[src/memTypesPkg.sv]
// Memory bus types
`default_nettype none

package memTypesPkg;

  // Main memory holds 512 words of 32 bits
  localparam int MemWords = 512;
  localparam int MemAddrBits = $clog2(MemWords) + 2;

  // Cycles from a granted request to the ready pulse
  localparam int MemLatency = 2;
  localparam int LatencyBits = $clog2(MemLatency + 1);

  // Request from a cache port towards memory
  typedef struct packed {
    logic [31:0] addr;
    logic [31:0] wdata;
    logic        read;
    logic        write;
  } memReqT;

  // Reply from memory, routed to the granted port
  typedef struct packed {
    logic [31:0] rdata;
    logic        ready;
  } memRspT;

endpackage

`default_nettype wire

[src/memArbiter.sv]
// Round-robin memory bus arbiter
`default_nettype none

module memArbiter
  import memTypesPkg::*;
(
  input  wire         clk,
  input  wire         rstN,
  input  wire memReqT req0,
  input  wire memReqT req1,
  output memRspT      rsp0,
  output memRspT      rsp1,
  output memReqT      memReq,
  input  wire memRspT memRsp,
  output memReqT      snoop0,
  output memReqT      snoop1,
  output logic        snoopValid0,
  output logic        snoopValid1
);

  logic active0;
  logic active1;
  logic prio;
  logic owner;
  logic locked;
  logic sel;
  logic selActive;

  assign active0 = req0.read | req0.write;
  assign active1 = req1.read | req1.write;

  // Held grant wins, otherwise the preferred port unless it is quiet
  always_comb begin
    if (locked) begin
      sel = owner;
    end else if (prio) begin
      sel = active1 | ~active0;
    end else begin
      sel = active1 & ~active0;
    end
  end

  assign selActive = sel ? active1 : active0;
  assign memReq = sel ? req1 : req0;

  always_comb begin
    rsp0.rdata = sel ? 32'd0 : memRsp.rdata;
    rsp0.ready = memRsp.ready & ~sel;
    rsp1.rdata = sel ? memRsp.rdata : 32'd0;
    rsp1.ready = memRsp.ready & sel;
  end

  // Each cache watches writes from the other port
  assign snoop0 = memReq;
  assign snoop1 = memReq;
  assign snoopValid0 = memRsp.ready & memReq.write & sel;
  assign snoopValid1 = memRsp.ready & memReq.write & ~sel;

  always_ff @(posedge clk) begin
    if (!rstN) begin
      prio <= 1'b0;
      owner <= 1'b0;
      locked <= 1'b0;
    end else if (memRsp.ready) begin
      locked <= 1'b0;
      prio <= ~sel;
    end else if (selActive) begin
      locked <= 1'b1;
      owner <= sel;
    end else begin
      locked <= 1'b0;
    end
  end

endmodule

`default_nettype wire

[config.mk]
export PLATFORM = sky130hd
export DESIGN_NAME = memArbiter
export DESIGN_NICKNAME = d
export VERILOG_FILES = /design/src/memTypesPkg.sv /design/src/memArbiter.sv
export SDC_FILE = /design/constraint.sdc
export NUM_CORES = 1
export LEC_CHECK = 0
export ABC_CLOCK_PERIOD_IN_PS = 3500
export BUFFER_PORTS_ARGS = -buffer_cell sky130_fd_sc_hd__buf_2
export CORE_AREA = 2 2 168 170
export CTS_BUF_LIST = sky130_fd_sc_hd__clkbuf_8
export DETAILED_ROUTE_END_ITERATION = 10
export DIE_AREA = 0 0 170 172
export HOLD_SLACK_MARGIN = 0.1
export PLACE_DENSITY = 0.35
export SYNTH_ARGS = -nofsm -noshare
export SYNTH_HDL_FRONTEND = slang
export SYNTH_SLANG_ARGS = --single-unit
[constraint.sdc]
create_clock -name clk -period 3.5 [get_ports clk]
set_input_delay 0 -clock clk [delete_from_list [all_inputs] [get_ports clk]]
set_output_delay 0 -clock clk [all_outputs]
set_load 0.1 [all_outputs]
== Yosys cells after proc, flatten, opt, wreduce, memory -nomap -nowiden ==
Cells that the tools add are included.

* Flip-flop bits (word level): 3
* Bits in latches: 0
* Memory bits (writable): 0
* ROM bits: 0
* Output and inout port bits: 266
* Logic and storage cells: 25
* Memories: 0

* $add $sub $neg: 0
* Multipliers: 0
* Div/mod/pow operators: 0
* $lt $le $gt $ge: 0
* Equality and inequality tests: 0
* Shifts and indexed selects: 0
* Mux-type cells: 7
* Bitwise operators: 13
* Reductions and logical operators: 2

{| class="wikitable"
|+ Operators by type and width
! kind !! number
|-
| two-way mux 66 bit || 1
|-
| two-way mux 32 bit || 2
|-
| bitwise AND 1 bit || 6
|-
| two-way mux 1 bit || 4
|-
| inverter 1 bit || 4
|-
| OR 1 bit || 3
|-
| AND reduction 2 bit || 1
|-
| OR reduction 2 bit || 1
|}

== Longest topological paths before layout ==
Gate-level depths: netlist of run 1.

* Word-level depth: 8
* Depth in mapped cells: 6
* Gate-level depth less buffers: 4

== Worst setup path before layout of run 1 ==
No wires, ideal clock.

* Path type: register to output
* Start: reg locked
* End: out snoop0[0] (netlist bit)
* Arrival: 3802 ps
* Required time: 3500 ps
* Path slack: -302 ps
* Cell stages (with the launch flop): 6
* Path buffers: 2
* Cell sequence: dfxtp_1 clkbuf_1 or3_1 a21oi_1 a211oi_1 buf_4

{| class="wikitable"
|+ RTL lines
! element !! RTL line !! text
|-
| start: declaration || memArbiter.sv:25 || <nowiki>logic locked;</nowiki>
|-
| start signal: assignment || memArbiter.sv:63 || <nowiki>locked <= 1'b0;</nowiki>
|-
| start signal: assignment || memArbiter.sv:65 || <nowiki>locked <= 1'b0;</nowiki>
|-
| start signal: assignment || memArbiter.sv:68 || <nowiki>locked <= 1'b1;</nowiki>
|-
| end: declaration || memArbiter.sv:15 || <nowiki>output memReqT snoop0,</nowiki>
|}

==> results of run 1 <==
## state kept, by name (all words and copies together) (netlist names)
name    count
prio        1
locked      1
owner       1
## cell usage after synthesis (all sizes together), types with 2 or more instances
cell	instances	area [sq um]
a21oi	5	25.0
and2	66	413
nor2	2	7.51
mux2	64	721
buf	141	1080
a211oi	2	15.0
or2	3	18.8
mux2i	2	20.0
and3	2	12.5
clkbuf	5	18.8
dfxtp	3	60.1
o21ai	3	26.3
nor3	2	10.0
## cell families (layout without fill, tap and decap cells)
logic type	after synthesis	count (layout)	share of synthesized area
mux	66	66	0.298
other cells	0	1	0
flops	3	3	0.0242
buf+inv	147	440	0.442
compound gates	13	13	0.0367
fa+ha+maj	1	1	0.00453
simple gates	79	79	0.195
## metrics by stage
step	hold slack (ns)	util	instances	setup TNS [ns]	instance area, sq um
final	0.105	0.148	949	0	4070
after global routing	0.138	0.148	949	0	4070
after CTS	0.114	0.148	948	0	4070
after detailed placement	0.293	0.146	942	0	4010
after global placement	0.276	0.146	942	0	4010
after floorplan	0.0831	-	309	-1.21	2490
## power breakdown
group          leakage (uW)  total, uW  switching (uW)  internal, uW
logic               0.00227       3270            2830           431
clock network     0.0000269       96.1            21.5          74.5
registers         0.0000249       42.2            5.02          37.2
## worst max path at each step
| stage | from | to | slack (ns) | cells after the start |
|---|---|---|---|---|
| global route | owner | snoopValid0 | 0.91 | 4 |
| floorplan | locked | snoop0[0] | -0.30 | 5 |
| detailed placement | owner | snoopValid0 | 1.33 | 4 |
| CTS | owner | snoopValid0 | 1.10 | 4 |
| global placement | owner | rsp1[29] | 1.23 | 4 |
| finish | owner | rsp1[29] | 1.14 | 4 |
## layout make-up
| cell class | count | share of cell area |
|---|---|---|
| antenna | 1 | 0.000614 |
| clock buffer | 3 | 0.0101 |
| clock inverter | 1 | 0.000921 |
| inverter | 1 | 0.000921 |
| multi-input combinational | 159 | 0.326 |
| sequential | 3 | 0.0147 |
| tap | 346 | 0.106 |
| timing repair buffer | 435 | 0.541 |
## layer usage
| metal | global-route usage | routed length [um] |
|---|---|---|
| met4 | 0.0264 | 206 |
| met3 | 0.00298 | 762 |
| met2 | 0.121 | 5700 |
| met1 | 0.0558 | 3610 |
| met5 | 0 | 0 |
## critical path: stages (launching register included)
cell and delay [ns]:
dfxtp_1 0.44, nand2b_1 0.21, o21a_1 0.80, and2_1 0.24, buf_2 0.44
## repair_timing
item                                   4_1_cts  5_1_grt
setup endpoints to repair                    0        0
endpoints found under the hold margin        2        0
setup buffers                                0        0
hold buffers                                 2        0
==> metrics.md, run 1 <==
| Metric | Value |
|---|---|
| R2r worst-path depth | `4` |
| Placer Congestion | `0.696` |
| Nets | `770` |
| Post-cts sizing count | `0` |
| CTS root buffer | `clkbuf_8` |
| Critical Path Fanout Max | `35` |
| Element type at the critical path end | `primary output` |
| CORE AREA | `27,500 sq um` |
| Vias/cell | `3.14` |
| Clock latency at the later pin of the worst-skew pair | `0.21 ns` |
| Synth Cell Area | `2490 sq um` |
| CTS Buffer Depth | `2` |
| Drt first pass iters | `4` |
| Final period utilization | `0.675` |
| CTS Sinks | `3` |
| Ys Warns | `0` |
| FILL cells | `3,151` |
| Number of DRC markers in iteration 0 | `47` |
| Fin. Hold Viols | `0` |
| TritonCTS clock tree | `yes` |
| WL/cell | `10.8 um` |
| Status | `completed` |
| Sequential area share after synthesis | `0.0242` |
| Slew HR | `0.344` |
| Setup slack, reg-to-reg | `1.18 ns` |
| Hold path depth | `2` |
| Unrepaired setup endpoints after global routing | `false` |
| Clock Skew | `0.000965 ns` |
| GR Overflow Total | `0` |
| Area delta synth->final | `63.9%` |
| Pre-CTS WS | `1.33 ns` |
| Die Span X | `170 um` |
| DRT Wirelength | `10.3 mm` |
| Max cap viols | `0` |
| CTS H-tree depth | `1` |
| Post-DRT Antenna Nets | `0` |
| Hold_sp | `memRsp[0]` |
| WHS Endpoint | `locked` |
| Worst Path Arrival | `2.36 ns` |
| First-pass GRT wire length | `12.7 mm` |
| Layout cell share with drive strength beyond 1 | `0.837` |
| Port Buffer Count | `432` |
| Synth Register Bits | `3` |
| Top Ports | `433` |
| Final setup fails | `0` |
| Vias post-DR | `2,981` |
| CP startpoint kind | `flip-flop` |
| Largest net degree at the start of global routing | `99` |
| Worst-margin pin slew | `0.985 ns` |
| Crit path kind | `flip-flop to primary output` |
| Gate Count Post-Synth | `309` |
| Register Area | `60.1 sq um` |
| Final worst path period need | `2.36 ns` |
| Reg2reg start | `owner` |
| Slew Limit Fails | `0` |
| HP Class | `input pin to flip-flop` |
| Mean Syn Cell Area | `8.05 sq um` |
| Initial Util | `0.0905` |
| Ys async rst share | `0` |
| R2r endpoint | `prio` |
| Post-synthesis net count | `476` |
| Drt drc | `0` |
| Clock transition at the registers of the reported paths | `0.03 ns` |
| # rows | `61` |
| Top_reg_cell synth | `dfxtp_1` |
| Die area | `29,200 sq um` |
| Most frequent cells in the layout | `buf_2, and2_1, mux2_2` |
| Final Power | `3400 uW` |
| VDD IR max | `0.000323 V` |
| TritonCTS Buffers | `3` |
| Leak | `0.00233 uW` |
| Area occupied by multi-input gates | `1330 sq um` |
| Worst EP required | `3.50 ns` |
| DPL Wire Length | `8.98 mm` |
| Most common cell after layout, fill and taps aside | `buf_2` |
| Number of synthesized flops with an enable pin | `0` |
| Initial antenna violation count | `1` |
| Pwr dens | `836 nW/um^2` |
| Vias in the first global route | `2,529` |
| Yosys cell types | `26` |
| Total global-route track usage | `0.0569` |
| FMAX | `0.423 GHz` |
| Setup ws final | `1.14 ns` |
| Die Y-Extent | `172 um` |
Power figures use the tool's default switching activity.
==> inputs of run 2 (changes only) <==
==> config.mk (replaced) <==
export PLATFORM = sky130hd
export DESIGN_NAME = memArbiter
export DESIGN_NICKNAME = d
export VERILOG_FILES = /design/src/memTypesPkg.sv /design/src/memArbiter.sv
export SDC_FILE = /design/constraint.sdc
export NUM_CORES = 1
export LEC_CHECK = 0
export ABC_CLOCK_PERIOD_IN_PS = 2500
export BUFFER_PORTS_ARGS = -buffer_cell sky130_fd_sc_hd__buf_2
export CORE_AREA = 2 2 169 171
export CTS_BUF_LIST = sky130_fd_sc_hd__clkbuf_8
export DETAILED_ROUTE_END_ITERATION = 10
export DIE_AREA = 0 0 171 173
export HOLD_SLACK_MARGIN = 0.1
export PLACE_DENSITY = 0.34
export SYNTH_ARGS = -nofsm -noshare
export SYNTH_HDL_FRONTEND = slang
export SYNTH_SLANG_ARGS = --single-unit
==> constraint.sdc (replaced) <==
create_clock -name clk -period 2.5 [get_ports clk]
set_input_delay 0 -clock clk [delete_from_list [all_inputs] [get_ports clk]]
set_output_delay 0 -clock clk [all_outputs]
set_load 0.1 [all_outputs]
==> run 2 against run 1 <==
Clock power grew 42%. Sequential cell count is the same. Hold slack lost 0.0056 ns. Highest routed layer unchanged. Sequential power grew 38%. Critical endpoint is now memReq[25]. Register-to-register slack lost 0.03 ns. Largest cell class unchanged.
==> metrics.md, run 2 (synthesis results as in run 1) <==
| Metric | Value |
|---|---|
| HP Class | `input pin to flip-flop` |
| Worst path depth | `5 (+1)` |
| # rows | `61 (unchanged)` |
| First-pass GRT wire length | `14.3 mm (+12%)` |
| Crit path max-delay family | `buffers and inverters` |
| Worst Path Arrival | `2.11 ns (-0.25 ns)` |
| Port Buffer Count | `432 (unchanged)` |
| Most common cell after layout, fill and taps aside | `buf_2` |
| Max cap viols | `0 (unchanged)` |
| Slew HR | `0.648 (+0.305)` |
| Slowest CP cell | `mux2_2` |
| CP startpoint kind | `flip-flop` |
| Initial Util | `0.0900 (-0.000500)` |
| Total global-route track usage | `0.0617 (+0.00475)` |
| Die Span X | `171 um (+0.59%)` |
| Area delta synth->final | `72.8%` |
| Vias post-DR | `3,023 (+1.4%)` |
| Leak | `0.00238 uW (+2.4%)` |
| Critical Path Fanout Max | `46 (+31%)` |
| Pint | `815 uW (+50%)` |
| GR Overflow Total | `0 (unchanged)` |
| Layout cell share with drive strength beyond 1 | `0.843 (+0.00551)` |
| Top Ports | `433 (unchanged)` |
| Pwr dens | `1130 nW/um^2 (+35%)` |
| Largest net degree at the start of global routing | `53 (-46%)` |
| Vias in the first global route | `2,706 (+7.0%)` |
| Clock transition at the registers of the reported paths | `0.03 ns (about the same)` |
| Clock Skew | `0.000293 ns (-0.000672 ns)` |
| Clock power share | `0.028 (about the same)` |
| Worst-margin pin slew | `0.531 ns (-0.454 ns)` |
| Post-DRT Antenna Nets | `0 (unchanged)` |
| WL/cell | `11.0 um (+1.5%)` |
| Unrepaired setup endpoints after global routing | `false` |
| Util after Layout | `0.156 (+0.00724)` |
| Top flop regs | `locked x1, owner x1, prio x1` |
| FMAX | `0.473 GHz` |
| DRT Wirelength | `10.8 mm (+5.0%)` |
| CTS Buffer Depth | `2 (unchanged)` |
| Final worst path period need | `2.11 ns` |
| Crit-path cells | `maj3_2, o21ai_4, buf_12, mux2_2, buf_2` |
| Nets | `772 (+0.26%)` |
| Vias/cell | `3.08 (-2.0%)` |
| Most frequent cells in the layout | `buf_2, and2_1, mux2_2` |
| Worst EP required | `2.50 ns (-1.00 ns)` |
| Drt first pass iters | `4 (unchanged)` |
| CTS root buffer | `clkbuf_8` |
| Sw Pwr | `4030 uW (+41%)` |
| Die area | `29,600 sq um (+1.2%)` |
| Sw Ratio | `0.832 (-0.00900)` |
| Drt drc | `0 (unchanged)` |
| Hold path depth | `2 (unchanged)` |
| Status | `completed` |
| Logic pwr share | `0.960 (about the same)` |
| Reg power frac | `0.012 (about the same)` |
| Final setup fails | `0 (unchanged)` |
| Crit path kind | `flip-flop to primary output` |
| Buf+Inv Stages, Crit Path | `2 (+1)` |
| R2r worst-path depth | `4 (unchanged)` |
| Slew Limit Fails | `0 (unchanged)` |
| Final Power | `4840 uW (+42%)` |
| Element type at the critical path end | `primary output` |
| Die Y-Extent | `173 um (+0.58%)` |
| Initial antenna violation count | `0 (-1)` |
| ANT cells | `0 (-1)` |
| Post-cts sizing count | `0 (unchanged)` |
| Final period utilization | `0.845` |
| CTS H-tree depth | `1 (unchanged)` |
| CORE AREA | `27,600 sq um (+0.56%)` |
| CTS Sinks | `3 (unchanged)` |
| DPL Wire Length | `9.72 mm (+8.2%)` |
| Number of DRC markers in iteration 0 | `48 (+2.1%)` |
| Fin. Hold Viols | `0 (unchanged)` |
| TritonCTS clock tree | `yes` |
| VDD IR max | `0.000457 V (+42%)` |
| Hold Slack | `0.0996 ns (-0.00562 ns)` |
| Clock latency at the later pin of the worst-skew pair | `0.21 ns (about the same)` |
| Worst stage delay on the critical path | `0.41 ns (-0.39 ns)` |
| Post-CTS setup buffer count | `0 (unchanged)` |
| TritonCTS Buffers | `3 (unchanged)` |
| Placer Congestion | `0.730 (+4.9%)` |
[run 2: metrics by stage]
step	TNS (ns)	cell area [sq um]	setup slack, ns	std cells
after floorplan	-0.912	2500	-0.228	309
after global placement	0	4240	0.536	977
after detailed placement	0	4240	0.527	977
after CTS	0	4300	0.374	982
after global routing	0	4300	0.325	982
final	0	4300	0.387	982
[run 2: worst register-to-register path, cell delays in order, from the launching register on]
cell	delay [ns]
dfxtp_1	0.46
nand2b_1	0.22
o21a_1	0.14
buf_4	0.29
a21oi_1	0.11
[run 2: final cells by class]
type | instances | area, sq um
well taps | 378 | 473
repair buffers | 437 | 2380
fillers | 3168 | 23300
flip-flops and latches | 3 | 60.1
clock buffers | 3 | 41.3
inverters | 1 | 3.75
clock inverters | 1 | 3.75
multi-input cells | 159 | 1340
[run 2: metal layers]
metal	part of all wire	vias to the layer above	global-route usage
li1	-	1466	-
met1	0.37	1326	0.0628
met2	0.54	229	0.130
met3	0.084	2	0.00778
met4	0.0047	0	0.0117
met5	0	-	0
[run 2: power groups by stage]
stage | combinational [uW] | sequential, uW | clock (uW)
floorplan | 4320 | 55.8 | 0
global placement | 4680 | 59.2 | 0
detailed placement | 4660 | 59.1 | 0
CTS | 4670 | 58.4 | 139
global route | 4760 | 58.8 | 142
finish | 4650 | 58.3 | 136
[run 2: worst paths after layout]
path | to | startpoint | slack, ns
worst max-delay path | memReq[25] | prio | 0.39
worst min-delay path | prio | memRsp[0] | 0.1
worst max register to register | prio | owner | 1.15
worst min register to register | prio | prio | 0.59
[run 2: what timing repair did]
item	4_1_cts	5_1_grt
hold endpoints to repair	3	0
endpoints found under the setup margin	0	0
hold buffers	1	0
