**config.mk**
```make
export PLATFORM = sky130hd
export DESIGN_NAME = cacheL1
export DESIGN_NICKNAME = d
export VERILOG_FILES = /design/src/memTypesPkg.sv /design/src/cacheTypesPkg.sv /design/src/loadFormatter.sv /design/src/cacheL1.sv
export SDC_FILE = /design/constraint.sdc
export NUM_CORES = 2
export LEC_CHECK = 0
export BUFFER_PORTS_ARGS = -buffer_cell sky130_fd_sc_hd__buf_2
export CAP_MARGIN = 20
export CORE_MARGIN = 2
export CORE_UTILIZATION = 61
export CTS_CLUSTER_DIAMETER = 80
export DETAILED_ROUTE_END_ITERATION = 7
export PLACE_DENSITY = 0.76
export SYNTH_ARGS = -nofsm -noshare
export SYNTH_HDL_FRONTEND = slang
export SYNTH_HIERARCHICAL = 1
export SYNTH_SLANG_ARGS = --single-unit
```
**constraint.sdc**
```tcl
create_clock -name clk -period 7.6 [get_ports clk]
set_input_delay 0.76 -clock clk [delete_from_list [all_inputs] [get_ports clk]]
set_output_delay 0.76 -clock clk [all_outputs]
set_load 0.05 [all_outputs]
```
**src/memTypesPkg.sv**
```systemverilog
// Memory bus types
`default_nettype none

package memTypesPkg;

  // Main memory holds 512 words of 32 bits
  localparam int MemWords = 512;
  localparam int MemAddrBits = $clog2(MemWords) + 2;

  // Cycles from a granted request to the ready pulse
  localparam int MemLatency = 2;
  localparam int LatencyBits = $clog2(MemLatency + 1);

  // Request from a cache port towards memory
  typedef struct packed {
    logic [31:0] addr;
    logic [31:0] wdata;
    logic        read;
    logic        write;
  } memReqT;

  // Reply from memory, routed to the granted port
  typedef struct packed {
    logic [31:0] rdata;
    logic        ready;
  } memRspT;

endpackage

`default_nettype wire

```
**src/cacheTypesPkg.sv**
```systemverilog
// Cache and CPU types
`default_nettype none

package cacheTypesPkg;

  // Direct-mapped, one word per line
  localparam int LineCount = 32;
  localparam int IndexBits = 5;
  localparam int TagBits = 4;

  typedef enum logic [1:0] {
    sizeByte = 2'd0,
    sizeHalf = 2'd1,
    sizeWord = 2'd2
  } accessSizeE;

  // Level request from the CPU side
  typedef struct packed {
    logic [31:0] address;
    logic [31:0] dataIn;
    logic        readEnable;
    logic        writeEnable;
    accessSizeE  size;
    logic        unsignedRead;
  } cpuReqT;

  typedef enum logic [1:0] {
    stIdle  = 2'd0,
    stRead  = 2'd1,
    stWrite = 2'd2,
    stReady = 2'd3
  } cacheStateE;

endpackage

`default_nettype wire

```
**src/loadFormatter.sv**
```systemverilog
// Load data alignment and extension
`default_nettype none

module loadFormatter
  import cacheTypesPkg::*;
(
  input  wire logic [63:0] window,
  input  wire logic [1:0]  offset,
  input  wire accessSizeE  size,
  input  wire logic        unsignedRead,
  output logic [31:0]      dataOut
);

  logic [63:0] shifted;
  logic [7:0]  byteVal;
  logic [15:0] halfVal;
  logic        byteSign;
  logic        halfSign;

  // Bring the addressed byte down to bit 0
  assign shifted = window >> {offset, 3'b000};

  assign byteVal = shifted[7:0];
  assign halfVal = shifted[15:0];

  // Sign bits are masked off for unsigned loads
  assign byteSign = byteVal[7] & ~unsignedRead;
  assign halfSign = halfVal[15] & ~unsignedRead;

  always_comb begin
    unique case (size)
      sizeByte: begin
        dataOut = {{24{byteSign}}, byteVal};
      end
      sizeHalf: begin
        dataOut = {{16{halfSign}}, halfVal};
      end
      sizeWord: begin
        dataOut = shifted[31:0];
      end
      default: begin
        dataOut = '0;
      end
    endcase
  end

endmodule

`default_nettype wire

```
**src/cacheL1.sv**
```systemverilog
// Write-through L1 cache
`default_nettype none

module cacheL1
  import memTypesPkg::*;
  import cacheTypesPkg::*;
(
  input  wire         clk,
  input  wire         rstN,
  input  wire cpuReqT cpuReq,
  output logic [31:0] dataOut,
  output logic        cacheReady,
  output logic        accessFault,
  output memReqT      memReq,
  input  wire memRspT memRsp,
  input  wire memReqT snoop,
  input  wire         snoopValid
);

  logic                lineValid [LineCount];
  logic [TagBits-1:0]  lineTag [LineCount];
  logic [31:0]         lineData [LineCount];

  cacheStateE state;
  logic       fetchNext;
  logic [31:0] savedAddr;

  logic        anyReq;
  logic        fault;
  logic        needNext;
  logic        addrChanged;
  logic        readHit;
  logic        hit0;
  logic        hit1;
  logic        writeTagMatch;
  logic        snoopHit;
  logic [31:0] nextAddr;
  logic [31:0] reqAddr;
  logic [31:0] formatted;

  logic [IndexBits-1:0] idx0;
  logic [IndexBits-1:0] idx1;
  logic [IndexBits-1:0] fillIdx;
  logic [IndexBits-1:0] snoopIdx;
  logic [TagBits-1:0]   tag0;
  logic [TagBits-1:0]   tag1;
  logic [TagBits-1:0]   fillTag;
  logic [TagBits-1:0]   snoopTag;

  assign anyReq = cpuReq.readEnable | cpuReq.writeEnable;
  assign fault = anyReq & (|cpuReq.address[31:MemAddrBits]);

  // Loads that straddle a word boundary need the following word too
  assign needNext = ((cpuReq.size == sizeWord) && (cpuReq.address[1:0] != 2'b00)) ||
                    ((cpuReq.size == sizeHalf) && (cpuReq.address[1:0] == 2'b11));
  assign nextAddr = cpuReq.address + 32'd4;

  assign idx0 = cpuReq.address[IndexBits+1:2];
  assign tag0 = cpuReq.address[IndexBits+2 +: TagBits];
  assign idx1 = nextAddr[IndexBits+1:2];
  assign tag1 = nextAddr[IndexBits+2 +: TagBits];

  assign hit0 = lineValid[idx0] && (lineTag[idx0] == tag0);
  assign hit1 = lineValid[idx1] && (lineTag[idx1] == tag1);
  assign writeTagMatch = lineTag[idx0] == tag0;
  assign readHit = cpuReq.readEnable && !fault && hit0 && (!needNext || hit1);

  // A new address while busy abandons the transaction
  assign addrChanged = (state != stIdle) && (cpuReq.address != savedAddr);

  assign reqAddr = fetchNext ? nextAddr : cpuReq.address;
  assign fillIdx = reqAddr[IndexBits+1:2];
  assign fillTag = reqAddr[IndexBits+2 +: TagBits];

  assign snoopIdx = snoop.addr[IndexBits+1:2];
  assign snoopTag = snoop.addr[IndexBits+2 +: TagBits];
  assign snoopHit = snoopValid && lineValid[snoopIdx] && (lineTag[snoopIdx] == snoopTag);

  always_comb begin
    memReq = '0;
    memReq.addr = reqAddr;
    memReq.wdata = cpuReq.dataIn;
    memReq.read = (state == stRead) && !addrChanged;
    memReq.write = (state == stWrite) && !addrChanged;
  end

  loadFormatter uFormatter (
    .window      ({lineData[idx1], lineData[idx0]}),
    .offset      (cpuReq.address[1:0]),
    .size        (cpuReq.size),
    .unsignedRead(cpuReq.unsignedRead),
    .dataOut     (formatted)
  );

  assign accessFault = fault;
  assign dataOut = fault ? 32'd0 : formatted;
  assign cacheReady = ((state == stIdle) && (!anyReq || fault || readHit)) ||
                      ((state == stReady) && !addrChanged);

  always_ff @(posedge clk) begin
    if (!rstN) begin
      state <= stIdle;
      fetchNext <= 1'b0;
      savedAddr <= '0;
      for (int i = 0; i < LineCount; i++) begin
        lineValid[i] <= 1'b0;
      end
    end else begin
      // Other port wrote this word
      if (snoopHit) begin
        lineValid[snoopIdx] <= 1'b0;
      end
      if (addrChanged) begin
        state <= stIdle;
        fetchNext <= 1'b0;
      end else begin
        unique case (state)
          stIdle: begin
            savedAddr <= cpuReq.address;
            fetchNext <= 1'b0;
            if (!fault && cpuReq.readEnable && !readHit) begin
              state <= stRead;
            end else if (!fault && !cpuReq.readEnable && cpuReq.writeEnable) begin
              state <= stWrite;
            end
          end
          stRead: begin
            if (memRsp.ready) begin
              lineValid[fillIdx] <= 1'b1;
              if (needNext && !fetchNext) begin
                fetchNext <= 1'b1;
              end else begin
                fetchNext <= 1'b0;
                state <= stReady;
              end
            end
          end
          stWrite: begin
            if (memRsp.ready) begin
              if (writeTagMatch) begin
                lineValid[idx0] <= 1'b0;
              end
              state <= stReady;
            end
          end
          stReady: begin
            state <= stIdle;
          end
          default: begin
            state <= stIdle;
          end
        endcase
      end
    end
  end

  // Fill path
  always_ff @(posedge clk) begin
    if ((state == stRead) && !addrChanged && memRsp.ready) begin
      lineData[fillIdx] <= memRsp.rdata;
      lineTag[fillIdx] <= fillTag;
    end
  end

endmodule

`default_nettype wire

```
### Yosys cells after proc, flatten, opt, wreduce, memory -nomap -nowiden

Memories as Yosys holds them, arrays and structs flattened.
Cells that the tools add are included.

| word-level totals | value |
|---|---|
| output and inout bits | 100 |
| register bits after elaboration | 35 |
| word-level logic and storage cells | 111 |
| bits of input ports | 171 |
| memory bits (writable) | 1184 |
| memories | 3 |

| cells by class | value |
|---|---|
| shift-type cells | 1 |
| reductions and logical operators | 44 |
| multiplexer cells | 38 |
| bitwise gates (word level) | 7 |
| eq/ne operators | 14 |
| add/subtract/negate cells | 1 |

Memories:

| name | words | bits a word | read ports | clocked after memory_dff | write ports | line | text |
|---|---|---|---|---|---|---|---|
| lineData | 32 | 32 | 2 | 0 | 1 | cacheL1.sv:22 | `logic [31:0] lineData [LineCount];` |
| lineTag | 32 | 4 | 3 | 0 | 1 | cacheL1.sv:21 | `logic [TagBits-1:0] lineTag [LineCount];` |
| lineValid | 32 | 1 | 3 | 0 | 32 | cacheL1.sv:20 | `logic lineValid [LineCount];` |

Operators with widths:

| kind | count |
|---|---|
| case mux 32 bit (3 select lines) | 1 |
| 2-to-1 mux 32 bit | 2 |
| right shift 64 x 5 -> 32 bit | 1 |
| adder 32 x 3 -> 32 bit, second input constant | 1 |
| != test 32 bit | 1 |
| 2-to-1 mux 1 bit | 25 |
| OR reduction 21 bit | 1 |
| logical AND 1 bit | 19 |
| 2-to-1 mux 5 bit | 3 |
| equality test 4 bit | 3 |
| 2-to-1 mux 2 bit | 5 |
| equality test 2 bit, second input constant | 4 |
| case mux 2 bit (4 select lines) | 1 |
| logical NOT 1 bit | 7 |
| != test 2 bit, second input constant | 3 |
| nonzero test 2 bit | 3 |
| logical OR 1 bit | 5 |
| equality test 2 x 1 -> 1 bit, second input constant | 2 |
| logical NOT 2 bit | 2 |
| AND reduction 2 bit | 2 |
| AND reduction 4 bit | 1 |
| bitwise AND 1 bit | 3 |
| != test 3 x 1 -> 1 bit, second input constant | 1 |
| inverter 1 bit | 3 |
| other kinds (4) | 6 |

### Depth between registers and ports, before layout

| logic depth | value |
|---|---|
| word-level depth | 10 |
| depth in mapped cells | 17 |
| mapped depth without buffers | 11 |

### Modules after synthesis

Netlist, hierarchy kept.

By module, submodules not included:

| module | seq. area each (um^2) | area each (um^2) | instances | cells an instance |
|---|---|---|---|---|
| cacheL1 | 35934.5 | 59549.6 | 1 | 3057 |
| loadFormatter | 0.0 | 1355.0 | 1 | 118 |

### Worst setup path after synthesis

Ideal clock, no wire load.

| timing path | value |
|---|---|
| kind | input port to output port |
| from | input cpuReq[39] (netlist bit) |
| to | output dataOut[29] |
| arrival time | 4.750 ns |
| slack | 2.090 ns |
| path buffers | 6 |
| required time | 6.840 ns |
| cell stages on the path | 15 |
| cells stage by stage | ha_1 -> buf_2 -> buf_2 -> buf_2 -> clkbuf_1 -> clkbuf_1 -> mux4_2 -> mux4_2 -> nand2_1 -> nand2_1 -> mux2_4 -> a32oi_4 -> buf_6 -> a31oi_2 -> and2_1 |

| between the ends | value |
|---|---|
| longest elaborated chain between the ends | 6 |
| elaborated cells on any way between the ends | 7 |
| those cells by class | 1 x add/sub; 1 x shift; 2 x mux; 2 x bitwise; 1 x memory |

Ends and longest elaborated chain:

| what | line | text |
|---|---|---|
| start: declaration | cacheL1.sv:10 | `input wire cpuReqT cpuReq,` |
| adder 32 x 3 -> 32 bit | cacheL1.sv:56 | `assign nextAddr = cpuReq.address + 32'd4;` |
| memory read (32 x 32 bit) (*) | n/a |  |
| right shift 64 x 5 -> 32 bit (*) | loadFormatter.sv:21 | `assign shifted = window >> {offset, 3'b000};` |
| bitwise AND 1 bit, on equally long branches | loadFormatter.sv:28, loadFormatter.sv:27 |  |
| case mux 32 bit (3 select lines) (*) | loadFormatter.sv:31 | `unique case (size)` |
| via formatted[29] | cacheL1.sv:39 | `logic [31:0] formatted;` |
| 2-to-1 mux 32 bit (*) | cacheL1.sv:96 | `assign dataOut = fault ? 32'd0 : formatted;` |
| end: declaration | cacheL1.sv:11 | `output logic [31:0] dataOut,` |

The timed path passes the listed nets; every way through them passes the cells marked *.

### Worst setup path after layout

| timing path | value |
|---|---|
| from | input cpuReq[39] (netlist bit) |
| to | output cacheReady |

| between the ends | value |
|---|---|
| longest elaborated chain between the ends | 9 |
| elaborated cells on any way between the ends | 17 |
| those cells by class | 1 x add/sub; 3 x eq/ne; 11 x reduce/logical; 2 x memory |

Ends and longest elaborated chain:

| what | line | text |
|---|---|---|
| adder 32 x 3 -> 32 bit | cacheL1.sv:56 |  |
| memory read (32 x 4 bit) | n/a |  |
| equality test 4 bit | cacheL1.sv:64 | `assign hit1 = lineValid[idx1] && (lineTag[idx1] == tag1);` |
| logical AND 1 bit | cacheL1.sv:64 |  |
| logical OR 1 bit | cacheL1.sv:66 | `assign readHit = cpuReq.readEnable && !fault && hit0 && (!needNext \|\| hit1);` |
| logical AND 1 bit | cacheL1.sv:66 |  |
| logical OR 1 bit | cacheL1.sv:97 | `assign cacheReady = ((state == stIdle) && (!anyReq \|\| fault \|\| readHit)) \|\|` |
| logical AND 1 bit | cacheL1.sv:97 |  |
| logical OR 1 bit (*) | cacheL1.sv:97 |  |
| end: declaration | cacheL1.sv:12 | `output logic cacheReady,` |

Every way passes the cells marked *; elsewhere a longest branch is shown, timed or not.

==> impl_metrics.csv <==
group,metric,value,unit
run_status,status,"complete, no violations",
detailed_routing,num_vias,34000,
detailed_routing,drc,0,
sta,slew_headroom,0.198,
power_and_ir_drop,peakVddDrop,242,uV
global_route,use_met1,0.478,
min_path,hold-path-endpoint,"savedAddr[21]$_SDFFE_PN0P_",
die,pin_count,271,
global_route,grt_pass1_wl,240000,um
layout,syn_to_final_growth,10.8,%
detailed_routing,drtIter0Drc,5178,
global_route,track_usage,0.342,
power_and_ir_drop,power_switching,3.47,mW
detailed_routing,ant_nets,0,
synth,syn_avg_cell_area,19.2,um2
layout,drive_gt1_frac,0.378,
critical_path,reg2reg_from,"fetchNext$_SDFFE_PP0P_",
sta,period_share,0.797,
critical_path,critPathKind,"in -> out",
critical_path,ff2ff_setup_slack,3250,ps
run,max_cap_viol_count,0,
cts,max-clock-path-buffers,3,
placement,io_buffers,149,
placement,gp_congestion,0.915,
global_route,grt.met2_usage,0.526,
detailed_routing,avgViaCountPerCell,7.49,
die,rows,114,
die,die-area,99200,um2
die,core_area,96300,um2
detailed_routing,drt-pass1-iter-count,6,
power_and_ir_drop,leakagePower,21.1,nW
detailed_routing,wirelength,167000,um
power_and_ir_drop,power_frac_seq,0.488,
critical_path,r2r-end,"lineData[26][7]$_DFFE_PP_",
critical_path,critPathLaunchType,"input port",
min_path,hold_path_depth,3,
cts,clk_latency,740,ps
layout,stdcell_area,65400,um2
die,die_h,315,um
placement,placed_area,61200,um2
power_and_ir_drop,p_clk_frac,0.412,
global_route,top_usage_layer,"met2",
critical_path,path_max_fanout,60,
global_route,grt_pass1_vias,33800,
cts,cts_tree,"built",
detailed_routing,wire_per_inst,36.9,um
global_route,antenna_found_initial,8,
die,die_w,315,um
sta,period_needed,6060,ps
cts,cts_resized,0,
critical_path,end_kind,"primary output",
layout,final_nets,3329,
power_and_ir_drop,p_comb_frac,0.101,
critical_path,cp.required,6840,ps
sta,totalNegativeSetupSlack,0,ps
critical_path,cp.arrival,5300,ps
synth,syn_inst,3071,
cts,cts_hold_buf,0,
min_path,hp-class,"in -> reg",
cts,root_buffer,"clkbuf_16",
power_and_ir_drop,p_sw_frac,0.230,
synth,synth_fp_nets,3247,
global_route,grt_max_degree,142,
synth,ys_warn_count,6,
cts,htree_levels,3,
sta,final_hold_viol_count,0,
critical_path,worstRegToRegCells,6,
power_and_ir_drop,internal_power,11.6,mW
cts,numCtsBuffers,119,
placement,hpwl,96800,um
cts,clkSlewWorstSetupHoldPaths,60,ps
sta,rsz0062_at_grt,"false",
min_path,min-delay-start,"cpuReq[58]",
sta,finalSetupViolations,0,
power_and_ir_drop,p_per_area,231,nW/um2
sta,fmax,165,MHz
layout,fin_util,0.679,
cts,clock_sinks,1219,
sta,worst_pin_slew,1200,ps
cts,postCtsSetupBuffers,0,
sta,finClkSkew,37.2,ps
sta,drv_slew,0,
die,initial_core_util,0.613,
global_route,grt-ovfl-total,0,
synth,netlist_area,59000,um2
global_route,grtUsageMet3,0.0945,
## power by group through the flow
stage	combinational (mW)	sequential (mW)	clock [mW]
3_5_place_dp	1.48	7.50	0
2_1_floorplan	1.07	7.50	0
3_3_place_gp	1.46	7.49	0
4_1_cts	1.50	7.35	6.24
5_1_grt	1.58	7.35	6.51
6_report	1.52	7.35	6.21
## worst max-delay path by stage
stage	from	end	slack, ps
5_1_grt	cpuReq[39]	cacheReady	1410
2_1_floorplan	cpuReq[40]	dataOut[29]	2190
6_report	cpuReq[39]	cacheReady	1540
3_3_place_gp	cpuReq[39]	cacheReady	1750
3_5_place_dp	cpuReq[39]	cacheReady	1670
4_1_cts	cpuReq[39]	cacheReady	1680
## through the flow
| step | setup WS, ps | instances | hold slack, ps | power, mW |
|---|---|---|---|---|
| after floorplan | 2190 | 3071 | 464 | 8.57 |
| after global placement | 1750 | 4303 | 482 | 8.95 |
| after detailed placement | 1670 | 4303 | 512 | 8.98 |
| after CTS | 1680 | 4527 | 362 | 15.1 |
| after global routing | 1410 | 4534 | 411 | 15.4 |
| final | 1540 | 4535 | 388 | 15.1 |
## state kept, by name, summed over array words and instances (netlist names)
| register | cells |
|---|---|
| fetchNext | 1 |
| lineData | 1024 |
| lineTag | 128 |
| lineValid | 32 |
| savedAddr | 32 |
| state | 2 |
## cell type report
type / instances / area [um2]
clock buffer: 139 / 3090
tap: 1276 / 1600
fill: 5965 / 30900
antenna: 3 / 7.51
multi-input combinational: 1555 / 21900
inverter: 14 / 52.6
timing repair buffer: 244 / 1800
sequential: 1219 / 35900
clock inverter: 85 / 998
## routing by layer
layer | routed length (um) | up-vias
met5 | 55 | -
li1 | - | 13100
met4 | 6460 | 8
met1 | 59200 | 17900
met3 | 22600 | 400
met2 | 78900 | 2617
## layout by cell type, fill, tap and decap left out, types with 6 or more instances in the layout
master	instances
o2bb2ai_1	7
a31oi_1	6
nand3_1	22
nand4_1	17
clkinv_1	24
nor2b_1	52
mux2i_1	105
a22oi_1	42
xnor2_1	55
nand2b_1	9
nor3_1	8
nor4_1	14
inv_1	13
clkbuf_1	16
and2_1	42
clkbuf_16	119
a21oi_1	28
xor2_1	13
a22o_1	6
nor2_4	32
a31oi_2	10
clkinv_2	26
dfxtp_1	67
o21ai_0	12
a221oi_1	8
mux2_2	35
buf_4	72
nand2_1	187
nor3b_1	6
buf_12	20
buf_2	145
a21o_1	10
nor2_1	36
bufinv_16	21
mux4_2	694
and3_1	10
edfxtp_1	1152
## critical path, stage by stage
cell      delay, ps
buf_8           440
ha_4            660
buf_4           800
mux4_2          630
mux2i_1         190
mux2i_1         100
mux2i_1         360
xnor2_1         180
mux2_2          370
a211oi_2        320
a211oi_1        130
buf_2           240
No activity file was read; power rests on OpenSTA's default activity.
